## src/hdl/app_channel_macros.svh

```systemverilog
`ifndef APP_CHANNEL_MACROS_SVH
`define APP_CHANNEL_MACROS_SVH

// slots per readout cycle, alternating ping and pong
`define APP_SLOTS 8

// capacitors in each bank
`define APP_CAPS 4

`define APP_TIMER_W 16  // idle threshold width

`define APP_COUNT_W 4  // event count width

`define APP_SYNC_STAGES 2  // tot synchronizer depth

`endif

```

## src/hdl/tot_event_pkg.sv

```systemverilog
`default_nettype none

`include "app_channel_macros.svh"

package tot_event_pkg;

    // edge events from the comparator, one cycle each
    typedef struct packed {
        logic rise;
        logic fall;
    } tot_event_t;

    // static idle timeout setup
    typedef struct packed {
        logic                    enable;
        logic [`APP_TIMER_W-1:0] threshold;  // cycles after restart
    } timer_cfg_t;

endpackage

`default_nettype wire

```

## src/hdl/channel_out_pkg.sv

```systemverilog
`default_nettype none

`include "app_channel_macros.svh"

package channel_out_pkg;

    typedef enum logic {
        WAIT_RISE,
        WAIT_FALL
    } seq_phase_e;

    // capacitor select lines
    typedef struct packed {
        logic [`APP_CAPS-1:0] ping;  // even slots
        logic [`APP_CAPS-1:0] pong;  // odd slots
    } bank_t;

    // one-cycle TAC strobes, one bit per slot
    typedef struct packed {
        logic [`APP_SLOTS-1:0] front;
        logic [`APP_SLOTS-1:0] back;
    } tac_t;

endpackage

`default_nettype wire

```

## src/hdl/tot_edge_detect.sv

```systemverilog
`default_nettype none

`include "app_channel_macros.svh"

module tot_edge_detect (
    input  wire                        clk,
    input  wire                        rst_init,
    input  wire                        tot,
    output tot_event_pkg::tot_event_t  events
);

    logic [`APP_SYNC_STAGES-1:0] sync_q;
    logic                        last_q;   // level seen on the previous cycle
    logic                        tot_s;

    // synchronized comparator level
    assign tot_s = sync_q[`APP_SYNC_STAGES-1];

    always_ff @(posedge clk or posedge rst_init)
    begin
        if (rst_init)
        begin
            sync_q <= '0;
            last_q <= 1'b0;
        end
        else
        begin
            sync_q <= {sync_q[`APP_SYNC_STAGES-2:0], tot};
            last_q <= tot_s;
        end
    end

    always_ff @(posedge clk or posedge rst_init)
    begin
        if (rst_init)
            events <= '0;
        else
        begin
            events.rise <= tot_s & ~last_q;
            events.fall <= ~tot_s & last_q;
        end
    end

endmodule

`default_nettype wire

```

## src/hdl/idle_timer.sv

```systemverilog
`default_nettype none

`include "app_channel_macros.svh"

module idle_timer (
    input  wire                        clk,
    input  wire                        rst_init,
    input  wire tot_event_pkg::timer_cfg_t cfg,
    input  wire                        restart,
    output logic                       timeout
);

    logic [`APP_TIMER_W-1:0] idle_cnt;

    // cycles since the sequencer last made progress
    always_ff @(posedge clk or posedge rst_init)
    begin
        if (rst_init)
        begin
            idle_cnt <= '0;
            timeout  <= 1'b0;
        end
        else if (!cfg.enable)
        begin
            idle_cnt <= '0;  // held while disabled
            timeout  <= 1'b0;
        end
        else if (restart)
        begin
            idle_cnt <= '0;
            timeout  <= 1'b0;
        end
        else if (idle_cnt == cfg.threshold)
        begin
            // fire once, then count the next interval from zero
            idle_cnt <= '0;
            timeout  <= 1'b1;
        end
        else
        begin
            idle_cnt <= idle_cnt + 1'b1;
            timeout  <= 1'b0;
        end
    end

endmodule

`default_nettype wire

```

## src/hdl/slot_sequencer.sv

```systemverilog
`default_nettype none

`include "app_channel_macros.svh"

module slot_sequencer (
    input  wire                        clk,
    input  wire                        rst_init,
    input  wire tot_event_pkg::tot_event_t events,
    input  wire                        timeout,
    output logic                       restart,
    output channel_out_pkg::bank_t     bank,
    output channel_out_pkg::tac_t      tac,
    output logic [`APP_COUNT_W-1:0]    count
);

    localparam int SLOT_W = $clog2(`APP_SLOTS);
    localparam logic [SLOT_W-1:0] LAST_SLOT = SLOT_W'(`APP_SLOTS - 1);

    logic [SLOT_W-1:0]           slot_q;
    logic [SLOT_W-1:0]           slot_next;  // k+1, wraps to 0
    logic [SLOT_W-1:0]           slot_prev;  // k-1, wraps to last
    logic [`APP_SLOTS-1:0]       slot_bit;
    channel_out_pkg::seq_phase_e phase_q;
    logic                        take_rise;
    logic                        take_fall;
    logic                        take_timeout;

    always_comb
    begin
        take_rise    = (phase_q == channel_out_pkg::WAIT_RISE) && events.rise;
        // a rise on the same cycle wins over the timer
        take_timeout = (phase_q == channel_out_pkg::WAIT_RISE) && !events.rise && timeout;
        take_fall    = (phase_q == channel_out_pkg::WAIT_FALL) && events.fall;
        restart      = take_rise | take_fall | take_timeout;
    end

    always_comb
    begin
        if (slot_q == LAST_SLOT)
            slot_next = '0;
        else
            slot_next = slot_q + 1'b1;

        if (slot_q == '0)
            slot_prev = LAST_SLOT;
        else
            slot_prev = slot_q - 1'b1;

        slot_bit = `APP_SLOTS'(1) << slot_q;
    end

    // slot, phase and count
    always_ff @(posedge clk or posedge rst_init)
    begin
        if (rst_init)
        begin
            slot_q  <= '0;
            phase_q <= channel_out_pkg::WAIT_RISE;
            count   <= '0;
        end
        else if (take_rise)
        begin
            phase_q <= channel_out_pkg::WAIT_FALL;
            count   <= count + 1'b1;
        end
        else if (take_fall)
        begin
            slot_q  <= slot_next;
            phase_q <= channel_out_pkg::WAIT_RISE;
            if (slot_q == LAST_SLOT)
                count <= '0;  // end of cycle
        end
        else if (take_timeout)
        begin
            slot_q <= slot_next;  // skipped, not counted
        end
    end

    // capacitor lines, bit k/2 of the bank picked by slot parity
    always_ff @(posedge clk or posedge rst_init)
    begin
        if (rst_init)
            bank <= '0;
        else if (take_rise)
        begin
            if (slot_q[0])
                bank.pong[slot_q[SLOT_W-1:1]] <= 1'b1;
            else
                bank.ping[slot_q[SLOT_W-1:1]] <= 1'b1;
        end
        else if (take_fall)
        begin
            // release the line held over from the previous slot
            if (slot_prev[0])
                bank.pong[slot_prev[SLOT_W-1:1]] <= 1'b0;
            else
                bank.ping[slot_prev[SLOT_W-1:1]] <= 1'b0;
        end
        else if (take_timeout)
        begin
            bank <= '0;
        end
    end

    // TAC one-shots
    always_ff @(posedge clk or posedge rst_init)
    begin
        if (rst_init)
            tac <= '0;
        else
        begin
            tac.front <= take_rise ? slot_bit : '0;
            tac.back  <= take_fall ? slot_bit : '0;
        end
    end

endmodule

`default_nettype wire

```

## src/hdl/app_channel.sv

```systemverilog
`default_nettype none

`include "app_channel_macros.svh"

module app_channel (
    input  wire                        clk,
    input  wire                        rst_init,
    input  wire                        tot,
    input  wire tot_event_pkg::timer_cfg_t timer_cfg,
    output channel_out_pkg::bank_t     bank,
    output channel_out_pkg::tac_t      tac,
    output logic [`APP_COUNT_W-1:0]    count
);

    tot_event_pkg::tot_event_t events;
    logic                      timeout;
    logic                      restart;  // sequencer progress, clears idle count

    tot_edge_detect u_edge (
        .clk      (clk),
        .rst_init (rst_init),
        .tot      (tot),
        .events   (events)
    );

    idle_timer u_timer (
        .clk      (clk),
        .rst_init (rst_init),
        .cfg      (timer_cfg),
        .restart  (restart),
        .timeout  (timeout)
    );

    slot_sequencer u_seq (
        .clk      (clk),
        .rst_init (rst_init),
        .events   (events),
        .timeout  (timeout),
        .restart  (restart),
        .bank     (bank),
        .tac      (tac),
        .count    (count)
    );

endmodule

`default_nettype wire

```

## config.mk

```make
export PLATFORM = sky130hd
export DESIGN_NAME = app_channel
export DESIGN_NICKNAME = d
export VERILOG_FILES = /design/src/hdl/tot_event_pkg.sv /design/src/hdl/channel_out_pkg.sv /design/src/hdl/tot_edge_detect.sv /design/src/hdl/idle_timer.sv /design/src/hdl/slot_sequencer.sv /design/src/hdl/app_channel.sv
export VERILOG_INCLUDE_DIRS = /design/src /design/src/hdl
export SDC_FILE = /design/constraint.sdc
export NUM_CORES = 1
export LEC_CHECK = 0
export BUFFER_PORTS_ARGS = -buffer_cell sky130_fd_sc_hd__buf_2
export CAP_MARGIN = 5
export CORE_UTILIZATION = 35
export DETAILED_ROUTE_END_ITERATION = 12
export PLACE_DENSITY = 0.65
export SETUP_SLACK_MARGIN = 0.5
export SYNTH_ARGS = -nofsm -noshare
export SYNTH_HDL_FRONTEND = slang
export SYNTH_HIERARCHICAL = 1
export SYNTH_SLANG_ARGS = --single-unit
```

## constraint.sdc

```tcl
create_clock -name clk -period 3.15 [get_ports clk]
set_clock_uncertainty 0.1 [all_clocks]
set_input_delay 0.4725 -clock clk [delete_from_list [all_inputs] [get_ports clk]]
set_output_delay 0.4725 -clock clk [all_outputs]
set_load 0.005 [all_outputs]
```

==> results of run 1 <==
[registers in the layout (all words and copies together), names as in the netlist]
name              count
u_edge/events         2
u_edge/last_q         1
u_edge/sync_q         2
u_seq/bank            8
u_seq/count           4
u_seq/phase_q         1
u_seq/slot_q          3
u_seq/tac            16
u_timer/idle_cnt     16
u_timer/timeout       1
[cell usage in the layout (no fill, tap or decap), types with 3 or more instances in the layout]
cell type and instances:
xnor2_1 27, nor2_1 12, ha_1 9, and3_1 12, buf_2 47, mux2i_1 3, inv_1 9, nor3_1 18
a21oi_1 13, nand4_1 7, and2_1 3, a31oi_1 3, a41oi_1 3, clkbuf_8 6, xor2_1 3, nand2_1 10
dfrtp_1 54, buf_4 3, nand3_1 7, nor4_1 3, o21ai_0 10
[cell type report]
cell class,count,area share
Sequential cell,54,0.446
Multi-Input combinational cell,166,0.371
Timing Repair Buffer,51,0.0885
Tap cell,96,0.0397
Clock buffer,6,0.0273
Inverter,10,0.0141
Clock inverter,2,0.0128
[power by group]
part | switching (mW) | internal, mW
registers | 0.126 | 0.786
logic | 0.260 | 0.200
clock network | 0.217 | 0.261
total | 0.603 | 1.25
[routing by layer]
| metal | global-route usage | vias up | wire length, um |
|---|---|---|---|
| met5 | 0 | - | 0 |
| met4 | 0.0328 | 0 | 23 |
| met3 | 0.0377 | 4 | 202 |
| met2 | 0.224 | 54 | 2400 |
| met1 | 0.180 | 858 | 2360 |
| li1 | - | 940 | - |
[logic make-up (layout without fill, tap and decap cells)]
family	after synthesis	after routing
buf+inv	22	69
compound gates	37	37
xor+xnor	30	30
simple gates	87	87
mux	3	3
fa+ha+maj	9	9
flops	54	54
[worst max-delay path by stage]
stage | start | end | cells after the start
2_1_floorplan | u_timer/idle_cnt[2]$_DFF_PP0_ | u_timer/idle_cnt[15]$_DFF_PP0_ | 5
3_3_place_gp | u_timer/idle_cnt[2]$_DFF_PP0_ | u_timer/idle_cnt[15]$_DFF_PP0_ | 4
3_5_place_dp | u_timer/idle_cnt[2]$_DFF_PP0_ | u_timer/idle_cnt[15]$_DFF_PP0_ | 4
4_1_cts | u_timer/idle_cnt[2]$_DFF_PP0_ | u_timer/idle_cnt[15]$_DFF_PP0_ | 4
5_1_grt | u_timer/idle_cnt[2]$_DFF_PP0_ | u_timer/idle_cnt[15]$_DFF_PP0_ | 4
6_report | u_timer/idle_cnt[2]$_DFF_PP0_ | u_timer/idle_cnt[15]$_DFF_PP0_ | 4
==> qor.txt, run 1 <==
Vias: 1,856
Synth Area in Simple Gates: 0.187
Async SR Flop Fraction: 1.00
Hold Path Class: in2reg
dominant cell type by area after synthesis: dfrtp_1
CP Capture Type: register
critical path peak fanout: 6
Post-CTS Resized: 0
root buffer cell: clkbuf_8
fin util: 0.434
H-tree lvl count: 2
vias in the first global route: 1,753
Final Wtd Congestion: 0.826
WS Path Type: reg2reg
Syn Nets: 271
Post-Synth Adder-Cell Area: 0.0435
I/O pins: 48
Critical Path AT: 2.10 ns
CP max-delay cell: or4_4
Yosys warning total: 6
initial cell density of the core: 0.371
CP Buf/Inv Count: 0
slew margin rel.: 0.555
Placeable Area: 6980 um^2
Final period util: 0.632
clock tree buffer depth: 2
clk_lat worst skew: 0.30 ns
worst reg2reg path depth: 4
Worst-Margin Slew: 0.668 ns
die height: 88.0 um
CTS tree: yes
Buffers on Ports: 47
Period minus WS final: 1.99 ns
Hold Fails Final Rpt: 0
layout cell share with drive strength beyond 1: 0.235
max cap viols: 0
reg-to-reg endpoint: u_timer/idle_cnt[15]$_DFF_PP0_
Post CTS Setup Buffer Count: 0
total die area: 7740 um^2
RR Startpoint: u_timer/idle_cnt[2]$_DFF_PP0_
Slew Limit Fails: 0
Register Area: 1350 um^2
Yosys top cell area share: 0.522
Inserted Diodes: 0
largest family of logic cells by synthesized area: simple AND/OR/NAND/NOR gates
area of the multi-input gates: 1120 um^2
DR WL/cell: 12.9 um
most frequent cell after synthesis: dfrtp_1
pre-CTS setup slack: 1.17 ns
clock slew at reported path FFs: 0.09 ns
Req. time, crit path: 3.26 ns
maximum VDD drop: 0.000218 V
CP Cell Sequence: nand3_1 -> or3_4 -> or4_4 -> a211oi_2
Pwr Density: 611 nW/um^2
antenna violations before repair: 0
placed inst area: 2900 um^2
mux share of post-synthesis cell area: 0.0116
leakage power: 1.42 nW
Total GRT Usage: 0.137
largest net degree at the start of global routing: 33
Finished Layout Cells: 385
nets: 317
Worst path max stage delay: 0.49 ns
total CTS buffers: 5
hold_buf cts: 1
drt first pass iters: 4
synthesized area per cell: 10.7 um^2
top post-synthesis cells by count: 54 x dfrtp_1, 27 x xnor2_1, 18 x nor3_1, 13 x a21oi_1
R2R Setup Slk: 1.16 ns
Synth area leaders: dfrtp_1 52%, xnor2_1 9.1%, ha_1 4.4%
Post-Syn Area: 2590 um^2
Die Span X: 88.0 um
Design Power: 1.85 mW
HPWL Detailed: 3.67 mm
Synth Instances: 242
Finish-stage setup viols: 0
XOR/XNOR share of the synthesized area: 0.102
ANT nets after route: 0
Crit path max-delay family: simple AND/OR/NAND/NOR gates
Fin Setup TNS: 0 ns
first-pass GRT wire length: 8.19 mm
top_reg_cell synth: dfrtp_1
sequential area share after synthesis: 0.522
overflow left after global routing: 0
Design Area, Final: 3030 um^2
Final WS setup: 1.16 ns
status: finished clean
Worst setup SP type: register
Synth Area in Compound Gates: 0.0904
worst hold margin: 0.175 ns
clock sinks: 54
number of synthesized flops with an enable pin: 0
detailed-route vias per instance: 4.82
row count: 30
post-placement cell count: 376
area grow syn2layout: 17.0%
Max Clock Freq: 502 MHz
hold endpoint: u_edge/sync_q[0]$_DFF_PP0_
register bit total from synthesis: 54
DRC: 0
Hold Path Cell Cnt: 1
RSZ-0062 raised after global routing: false
min-delay src: tot
fillers: 708
distinct cell type count after synthesis: 44
Post-Route WL: 4.98 mm
number of DRC markers in iteration 0: 68
No activity file was read; power rests on OpenSTA's default activity.
==> run 2: changes to the inputs <==
--- a/config.mk
+++ b/config.mk
@@ -10,7 +10,7 @@
 export CAP_MARGIN = 5
 export CORE_UTILIZATION = 35
 export DETAILED_ROUTE_END_ITERATION = 12
-export PLACE_DENSITY = 0.65
+export PLACE_DENSITY = 0.67
 export SETUP_SLACK_MARGIN = 0.5
 export SYNTH_ARGS = -nofsm -noshare
 export SYNTH_HDL_FRONTEND = slang
==> constraint.sdc (replaced) <==
create_clock -name clk -period 1.8 [get_ports clk]
set_clock_uncertainty 0.1 [all_clocks]
set_input_delay 0.27 -clock clk [delete_from_list [all_inputs] [get_ports clk]]
set_output_delay 0.27 -clock clk [all_outputs]
set_load 0.005 [all_outputs]
==> qor.txt, run 2 (same netlist as run 1, synthesis figures left out) <==
Slew Limit Fails: 0 (unchanged)
worst hold margin: 0.265 ns (+0.0901 ns)
drt first pass iters: 4 (unchanged)
reg-to-reg endpoint: u_timer/idle_cnt[15]$_DFF_PP0_
Hold Fails Final Rpt: 0 (unchanged)
clk_lat worst skew: 0.31 ns (about the same)
Inserted Diodes: 0 (unchanged)
clock tree buffer depth: 2 (unchanged)
Fin Setup TNS: 0 ns (unchanged)
CP Capture Type: register
fillers: 615 (-13%)
RSZ-0062 raised after global routing: true
area of the multi-input gates: 1440 um^2 (+28%)
ANT nets after route: 0 (unchanged)
area grow syn2layout: 43.8%
H-tree lvl count: 2 (unchanged)
Vias: 2,153 (+16%)
Period minus WS final: 1.76 ns (-0.227 ns)
Final period util: 0.980 (+0.348)
min-delay src: u_edge/sync_q[0]$_DFF_PP0_
CP Buf/Inv Count: 1 (+1)
root buffer cell: clkbuf_8
overflow left after global routing: 0 (unchanged)
DR WL/cell: 14.5 um (+12%)
Final WS setup: 0.0360 ns (-1.12 ns)
max cap viols: 0 (unchanged)
clock slew at reported path FFs: 0.10 ns (about the same)
commonest non-fill, non-tap cell in the layout: buf_2
Total GRT Usage: 0.161 (+0.0236)
Hold Path Class: reg2reg
nets: 361 (+14%)
Req. time, crit path: 1.93 ns (-1.33 ns)
Buffers on Ports: 47 (unchanged)
Pwr Density: 1090 nW/um^2 (+78%)
leakage power: 1.69 nW (+19%)
die height: 88.0 um (unchanged)
slew margin rel.: 0.733 (+0.178)
CP Cell Sequence: buf_4 -> nand3_4 -> or3_4 -> or4_4 -> a211oi_2
HPWL Detailed: 3.92 mm (+6.7%)
maximum VDD drop: 0.000433 V (+99%)
number of DRC markers in iteration 0: 127 (+87%)
Placeable Area: 6980 um^2 (unchanged)
Crit path max-delay family: simple AND/OR/NAND/NOR gates
vias in the first global route: 2,042 (+16%)
clock sinks: 54 (unchanged)
RR Startpoint: u_timer/idle_cnt[2]$_DFF_PP0_
I/O pins: 48 (unchanged)
Worst path max stage delay: 0.43 ns (-0.06 ns)
Final Wtd Congestion: 0.878 (+6.3%)
hold endpoint: u_edge/sync_q[1]$_DFF_PP0_
critical path peak fanout: 4 (-2)
Worst setup SP type: register
Critical Path AT: 1.89 ns (-0.21 ns)
DRC: 0 (unchanged)
antenna violations before repair: 0 (unchanged)
layout cell share with drive strength beyond 1: 0.520 (+0.284)
pre-CTS setup slack: 0.0464 ns (-1.12 ns)
initial cell density of the core: 0.371 (unchanged)
total CTS buffers: 5 (unchanged)
Post-Route WL: 6.24 mm (+25%)
Finish-stage setup viols: 0 (unchanged)
Worst-Margin Slew: 0.400 ns (-0.268 ns)
worst reg2reg path depth: 5 (+1)
Hold Path Cell Cnt: 0 (-1)
detailed-route vias per instance: 5.02 (+4.1%)
Max Clock Freq: 567 MHz (+13%)
R2R Setup Slk: 0.04 ns (-1.12 ns)
CP max-delay cell: or4_4
most frequent cells in the layout: 48 x buf_2, 42 x dfrtp_1, 40 x buf_4
row count: 30 (unchanged)
first-pass GRT wire length: 9.63 mm (+18%)
largest net degree at the start of global routing: 33 (unchanged)
Regs by FF count: u_seq/tac: 16 flops, u_timer/idle_cnt: 16 flops, u_seq/bank: 8 flops
total die area: 7740 um^2 (unchanged)
Register Area: 1370 um^2 (+1.1%)
WS Path Type: reg2reg
status: finished clean
CTS tree: yes
Die Span X: 88.0 um (unchanged)
-- run 2: cell count changes in the layout (fill, tap and decap cells not counted), sizes merged --
cell         delta
buf            +43
clkinv          +1
clkinvlp        +1
dlygate4sd3     +1
inv             -1
clkbuf          -1
-- run 2: per-stage QoR --
step                      total power [mW]   util  instance area (um^2)  cells
after global placement                2.68  0.448                  3130    387
after CTS                             3.67  0.498                  3480    416
after detailed placement              2.71  0.448                  3130    387
final                                 4.05  0.533                  3720    429
after floorplan                       2.39      -                  2770    242
after global routing                  4.27  0.533                  3720    429
-- run 2: worst register-to-register path, delay by kind of cell (launching register included) --
kind / cells / cell delay [ns]
buf+inv: 1 / 0.13
flops: 1 / 0.38
simple gates: 3 / 0.89
compound gates: 1 / 0.19
-- run 2: what timing repair did --
action	4_1_cts	5_1_grt
buffers inserted	19	12
hold buffers	2	0
pin swaps	5	12
gates cloned	0	1
endpoints found under the setup margin	37	54
hold endpoints to repair	55	0
resized for setup	21	39
-- run 2: per-layer routing --
metal	track usage	part of all wire	wire length, um	up-vias
met1	0.203	0.44	2750	1055
li1	-	-	-	1030
met5	0	0	0	-
met2	0.285	0.52	3230	61
met4	0.0358	0.0069	43	0
met3	0.0292	0.034	213	7
-- run 2: final cells by class --
type,instances,area share
Sequential cell,54,0.367
Multi-Input combinational cell,166,0.388
Timing Repair Buffer,95,0.166
Tap cell,96,0.0323
Clock buffer,5,0.0185
Inverter,10,0.0158
Clock inverter,3,0.0128
-- run 2: worst max path at each step --
stage,endpoint,start,depth (start not counted)
3_5_place_dp,u_timer/idle_cnt[15]$_DFF_PP0_,u_timer/idle_cnt[8]$_DFF_PP0_,4
6_report,u_timer/idle_cnt[15]$_DFF_PP0_,u_timer/idle_cnt[2]$_DFF_PP0_,5
2_1_floorplan,u_timer/idle_cnt[15]$_DFF_PP0_,u_timer/idle_cnt[5]$_DFF_PP0_,4
5_1_grt,u_timer/idle_cnt[15]$_DFF_PP0_,u_timer/idle_cnt[7]$_DFF_PP0_,4
3_3_place_gp,u_timer/idle_cnt[14]$_DFF_PP0_,u_timer/idle_cnt[0]$_DFF_PP0_,5
4_1_cts,u_timer/idle_cnt[15]$_DFF_PP0_,u_timer/idle_cnt[3]$_DFF_PP0_,4
-- run 2: report_power, final --
| part | leakage [nW] | switching, mW | total [mW] | internal [mW] |
|---|---|---|---|---|
| Clock | 0.0587 | 0.424 | 0.846 | 0.422 |
| Combinational | 0.922 | 0.841 | 1.62 | 0.774 |
| Sequential | 0.709 | 0.204 | 1.59 | 1.39 |
| Total | 1.69 | 1.47 | 4.05 | 2.58 |
==> run 3: changes to the inputs <==
--- a/config.mk
+++ b/config.mk
@@ -14,5 +14,4 @@
 export SETUP_SLACK_MARGIN = 0.5
 export SYNTH_ARGS = -nofsm -noshare
 export SYNTH_HDL_FRONTEND = slang
-export SYNTH_HIERARCHICAL = 1
 export SYNTH_SLANG_ARGS = --single-unit
==> qor.txt, run 3 <==
nets: 357 (-1.1%)
Final period util: 0.922 (-0.0581)
DRC: 0 (unchanged)
maximum VDD drop: 0.000433 V (about the same)
Async SR Flop Fraction: 1.00 (unchanged)
die height: 87.1 um (-1.0%)
Regs by FF count: u_seq.tac: 16 flops, u_timer.idle_cnt: 16 flops, u_seq.bank: 8 flops
area of the multi-input gates: 1430 um^2 (-0.69%)
Total GRT Usage: 0.153 (-0.00759)
H-tree lvl count: 2 (unchanged)
Hold Path Class: in2reg
detailed-route vias per instance: 4.96 (-1.2%)
Post-Route WL: 6.35 mm (+1.8%)
Synth area leaders: dfrtp_1 53%, xor2_1 7.3%, ha_1 4.4%
Synth Instances: 243 (+0.41%)
Worst path max stage delay: 0.46 ns (+0.03 ns)
Vias: 2,108 (-2.1%)
HPWL Detailed: 3.65 mm (-6.7%)
Slew Limit Fails: 0 (unchanged)
initial cell density of the core: 0.367 (-0.00394)
area grow syn2layout: 44.1%
status: finished clean
Period minus WS final: 1.66 ns (-0.105 ns)
Crit path max-delay family: flip-flops
antenna violations before repair: 0 (unchanged)
layout cell share with drive strength beyond 1: 0.453 (-0.0666)
most frequent cell after synthesis: dfrtp_1
slew margin rel.: 0.649 (-0.0844)
dominant cell type by area after synthesis: dfrtp_1
Die Span X: 87.1 um (-1.0%)
WS Path Type: reg2reg
Syn Nets: 272 (+0.37%)
register bit total from synthesis: 54 (unchanged)
total CTS buffers: 5 (unchanged)
Hold Fails Final Rpt: 0 (unchanged)
max cap viols: 0 (unchanged)
Fin Setup TNS: 0 ns (unchanged)
Pwr Density: 1160 nW/um^2 (+6.3%)
Req. time, crit path: 1.94 ns (about the same)
vias in the first global route: 1,946 (-4.7%)
ANT nets after route: 0 (unchanged)
I/O pins: 48 (unchanged)
pre-CTS setup slack: 0.0496 ns (+0.00320 ns)
Register Area: 1360 um^2 (-0.73%)
Final Wtd Congestion: 0.917 (+4.5%)
CP Capture Type: register
clock tree buffer depth: 2 (unchanged)
commonest non-fill, non-tap cell in the layout: dfrtp_1
total die area: 7580 um^2 (-2.1%)
Finish-stage setup viols: 0 (unchanged)
number of synthesized flops with an enable pin: 0 (unchanged)
Inserted Diodes: 0 (unchanged)
most frequent cells in the layout: 50 x dfrtp_1, 47 x buf_2, 29 x nor2_1
row count: 30 (unchanged)
first-pass GRT wire length: 8.91 mm (-7.5%)
largest net degree at the start of global routing: 48 (+45%)
synthesized area per cell: 10.4 um^2 (-2.5%)
Worst setup SP type: register
DR WL/cell: 14.9 um (+2.7%)
clock sinks: 54 (unchanged)
critical path peak fanout: 4 (unchanged)
top_reg_cell synth: dfrtp_1
overflow left after global routing: 0 (unchanged)
root buffer cell: clkbuf_8
CP max-delay cell: dfrtp_2
Placeable Area: 6910 um^2 (-1.1%)
Max Clock Freq: 603 MHz (+6.3%)
CP Buf/Inv Count: 2 (+1)
leakage power: 1.74 nW (+3.2%)
Final WS setup: 0.141 ns (+0.105 ns)
Post-Syn Area: 2530 um^2 (-2.1%)
clock slew at reported path FFs: 0.10 ns (about the same)
Yosys top cell area share: 0.534 (+0.0114)
CP Cell Sequence: inv_4 -> ha_4 -> a21oi_4 -> buf_6 -> nor3_4 -> a31oi_2 -> a21oi_2
RSZ-0062 raised after global routing: true
Worst-Margin Slew: 0.527 ns (+0.127 ns)
CTS tree: yes
number of DRC markers in iteration 0: 155 (+22%)
Critical Path AT: 1.80 ns (-0.09 ns)
fillers: 597 (-2.9%)
Yosys warning total: 0 (-6)
sequential area share after synthesis: 0.534 (+0.0114)
distinct cell type count after synthesis: 33 (-25%)
top post-synthesis cells by count: 54 x dfrtp_1, 30 x nor2_1, 21 x xor2_1, 15 x nand2_1
drt first pass iters: 4 (unchanged)
Buffers on Ports: 47 (unchanged)
clk_lat worst skew: 0.31 ns (about the same)
[run 3: cell count changes after synthesis, moves of 3 or more]
cell     previous run  this run
a41oi_1             3         0
nor2_1             12        30
xnor2_1            27        11
buf_4               3         0
a31oi_1             3         6
nand4_1             7         3
xor2_1              3        21
nor3_1             18         6
nand2_1            10        15
buf_2               5         1
[run 3: path summary, 6_finish.rpt]
kind	from	endpoint	slack, ns	cells past startpoint
max in group asynchronous	rst_init	u_seq.slot_q[2]$_DFFE_PP0P_	0.78	4
min in group asynchronous	rst_init	u_edge.sync_q[0]$_DFF_PP0_	0.32	3
max	u_seq.slot_q[0]$_DFFE_PP0P_	u_seq.bank[3]$_DFFE_PP0P_	0.14	7
min reg2reg	u_edge.sync_q[0]$_DFF_PP0_	u_edge.sync_q[1]$_DFF_PP0_	0.26	0
max reg2reg	u_seq.slot_q[0]$_DFFE_PP0P_	u_seq.bank[3]$_DFFE_PP0P_	0.14	7
min	timer_cfg[16]	u_timer.timeout$_DFF_PP0_	0.11	3
[run 3: worst reg2reg max path, delay by kind of cell, from the launching register on]
kind / cells / cell delay, ns
AOI/OAI and AO/OA: 3 / 0.40
and+or+nand+nor: 1 / 0.19
DFF: 1 / 0.46
adders and majority gates: 1 / 0.19
buffers and inverters: 2 / 0.25
[run 3: stage by stage]
step / utilization / instance area (um^2) / hold slack (ns) / cells / total power [mW]
floorplan: - / 2570 / 0.201 / 243 / 2.19
global placement: 0.432 / 2980 / 0.103 / 389 / 2.53
detailed placement: 0.432 / 2980 / 0.102 / 389 / 2.57
CTS: 0.478 / 3300 / 0.119 / 413 / 3.58
global route: 0.528 / 3650 / 0.129 / 425 / 4.42
finish: 0.528 / 3650 / 0.112 / 425 / 4.22
[run 3: layer usage]
layer	GRT usage	wire length [um]	up-vias
met5	0	0	-
met4	0.0712	206	0
met3	0.0332	273	20
met2	0.261	3300	71
met1	0.184	2570	1028
li1	-	-	989
[run 3: logic make-up after synthesis]
kind of cell               count (synthesis)  share of synthesized area
AOI/OAI and AO/OA                         36                     0.0835
xor gates and xnor gates                  32                      0.111
adders and majority gates                  9                     0.0445
buffers and inverters                     18                     0.0380
DFF                                       54                      0.534
muxes                                      1                    0.00395
and+or+nand+nor                           93                      0.186
[run 3: repair_timing]
action | 4_1_cts | 5_1_grt
cloned | 0 | 0
setup endpoints to repair | 36 | 38
resized for setup | 25 | 51
hold buffers | 2 | 0
pin swaps | 11 | 25
endpoints found under the hold margin | 8 | 0
setup buffers | 14 | 12
[run 3: layout make-up]
type / count / area share
Clock buffer: 5 / 0.0189
Clock inverter: 3 / 0.00686
Inverter: 9 / 0.0117
Multi-Input combinational cell: 171 / 0.393
Sequential cell: 54 / 0.372
Tap cell: 96 / 0.0329
Timing Repair Buffer: 87 / 0.165
[run 3: where the power goes]
group	internal [mW]	switching, mW
Clock	0.282	0.416
Sequential	1.36	0.159
Combinational	0.966	1.04
Total	2.61	1.61
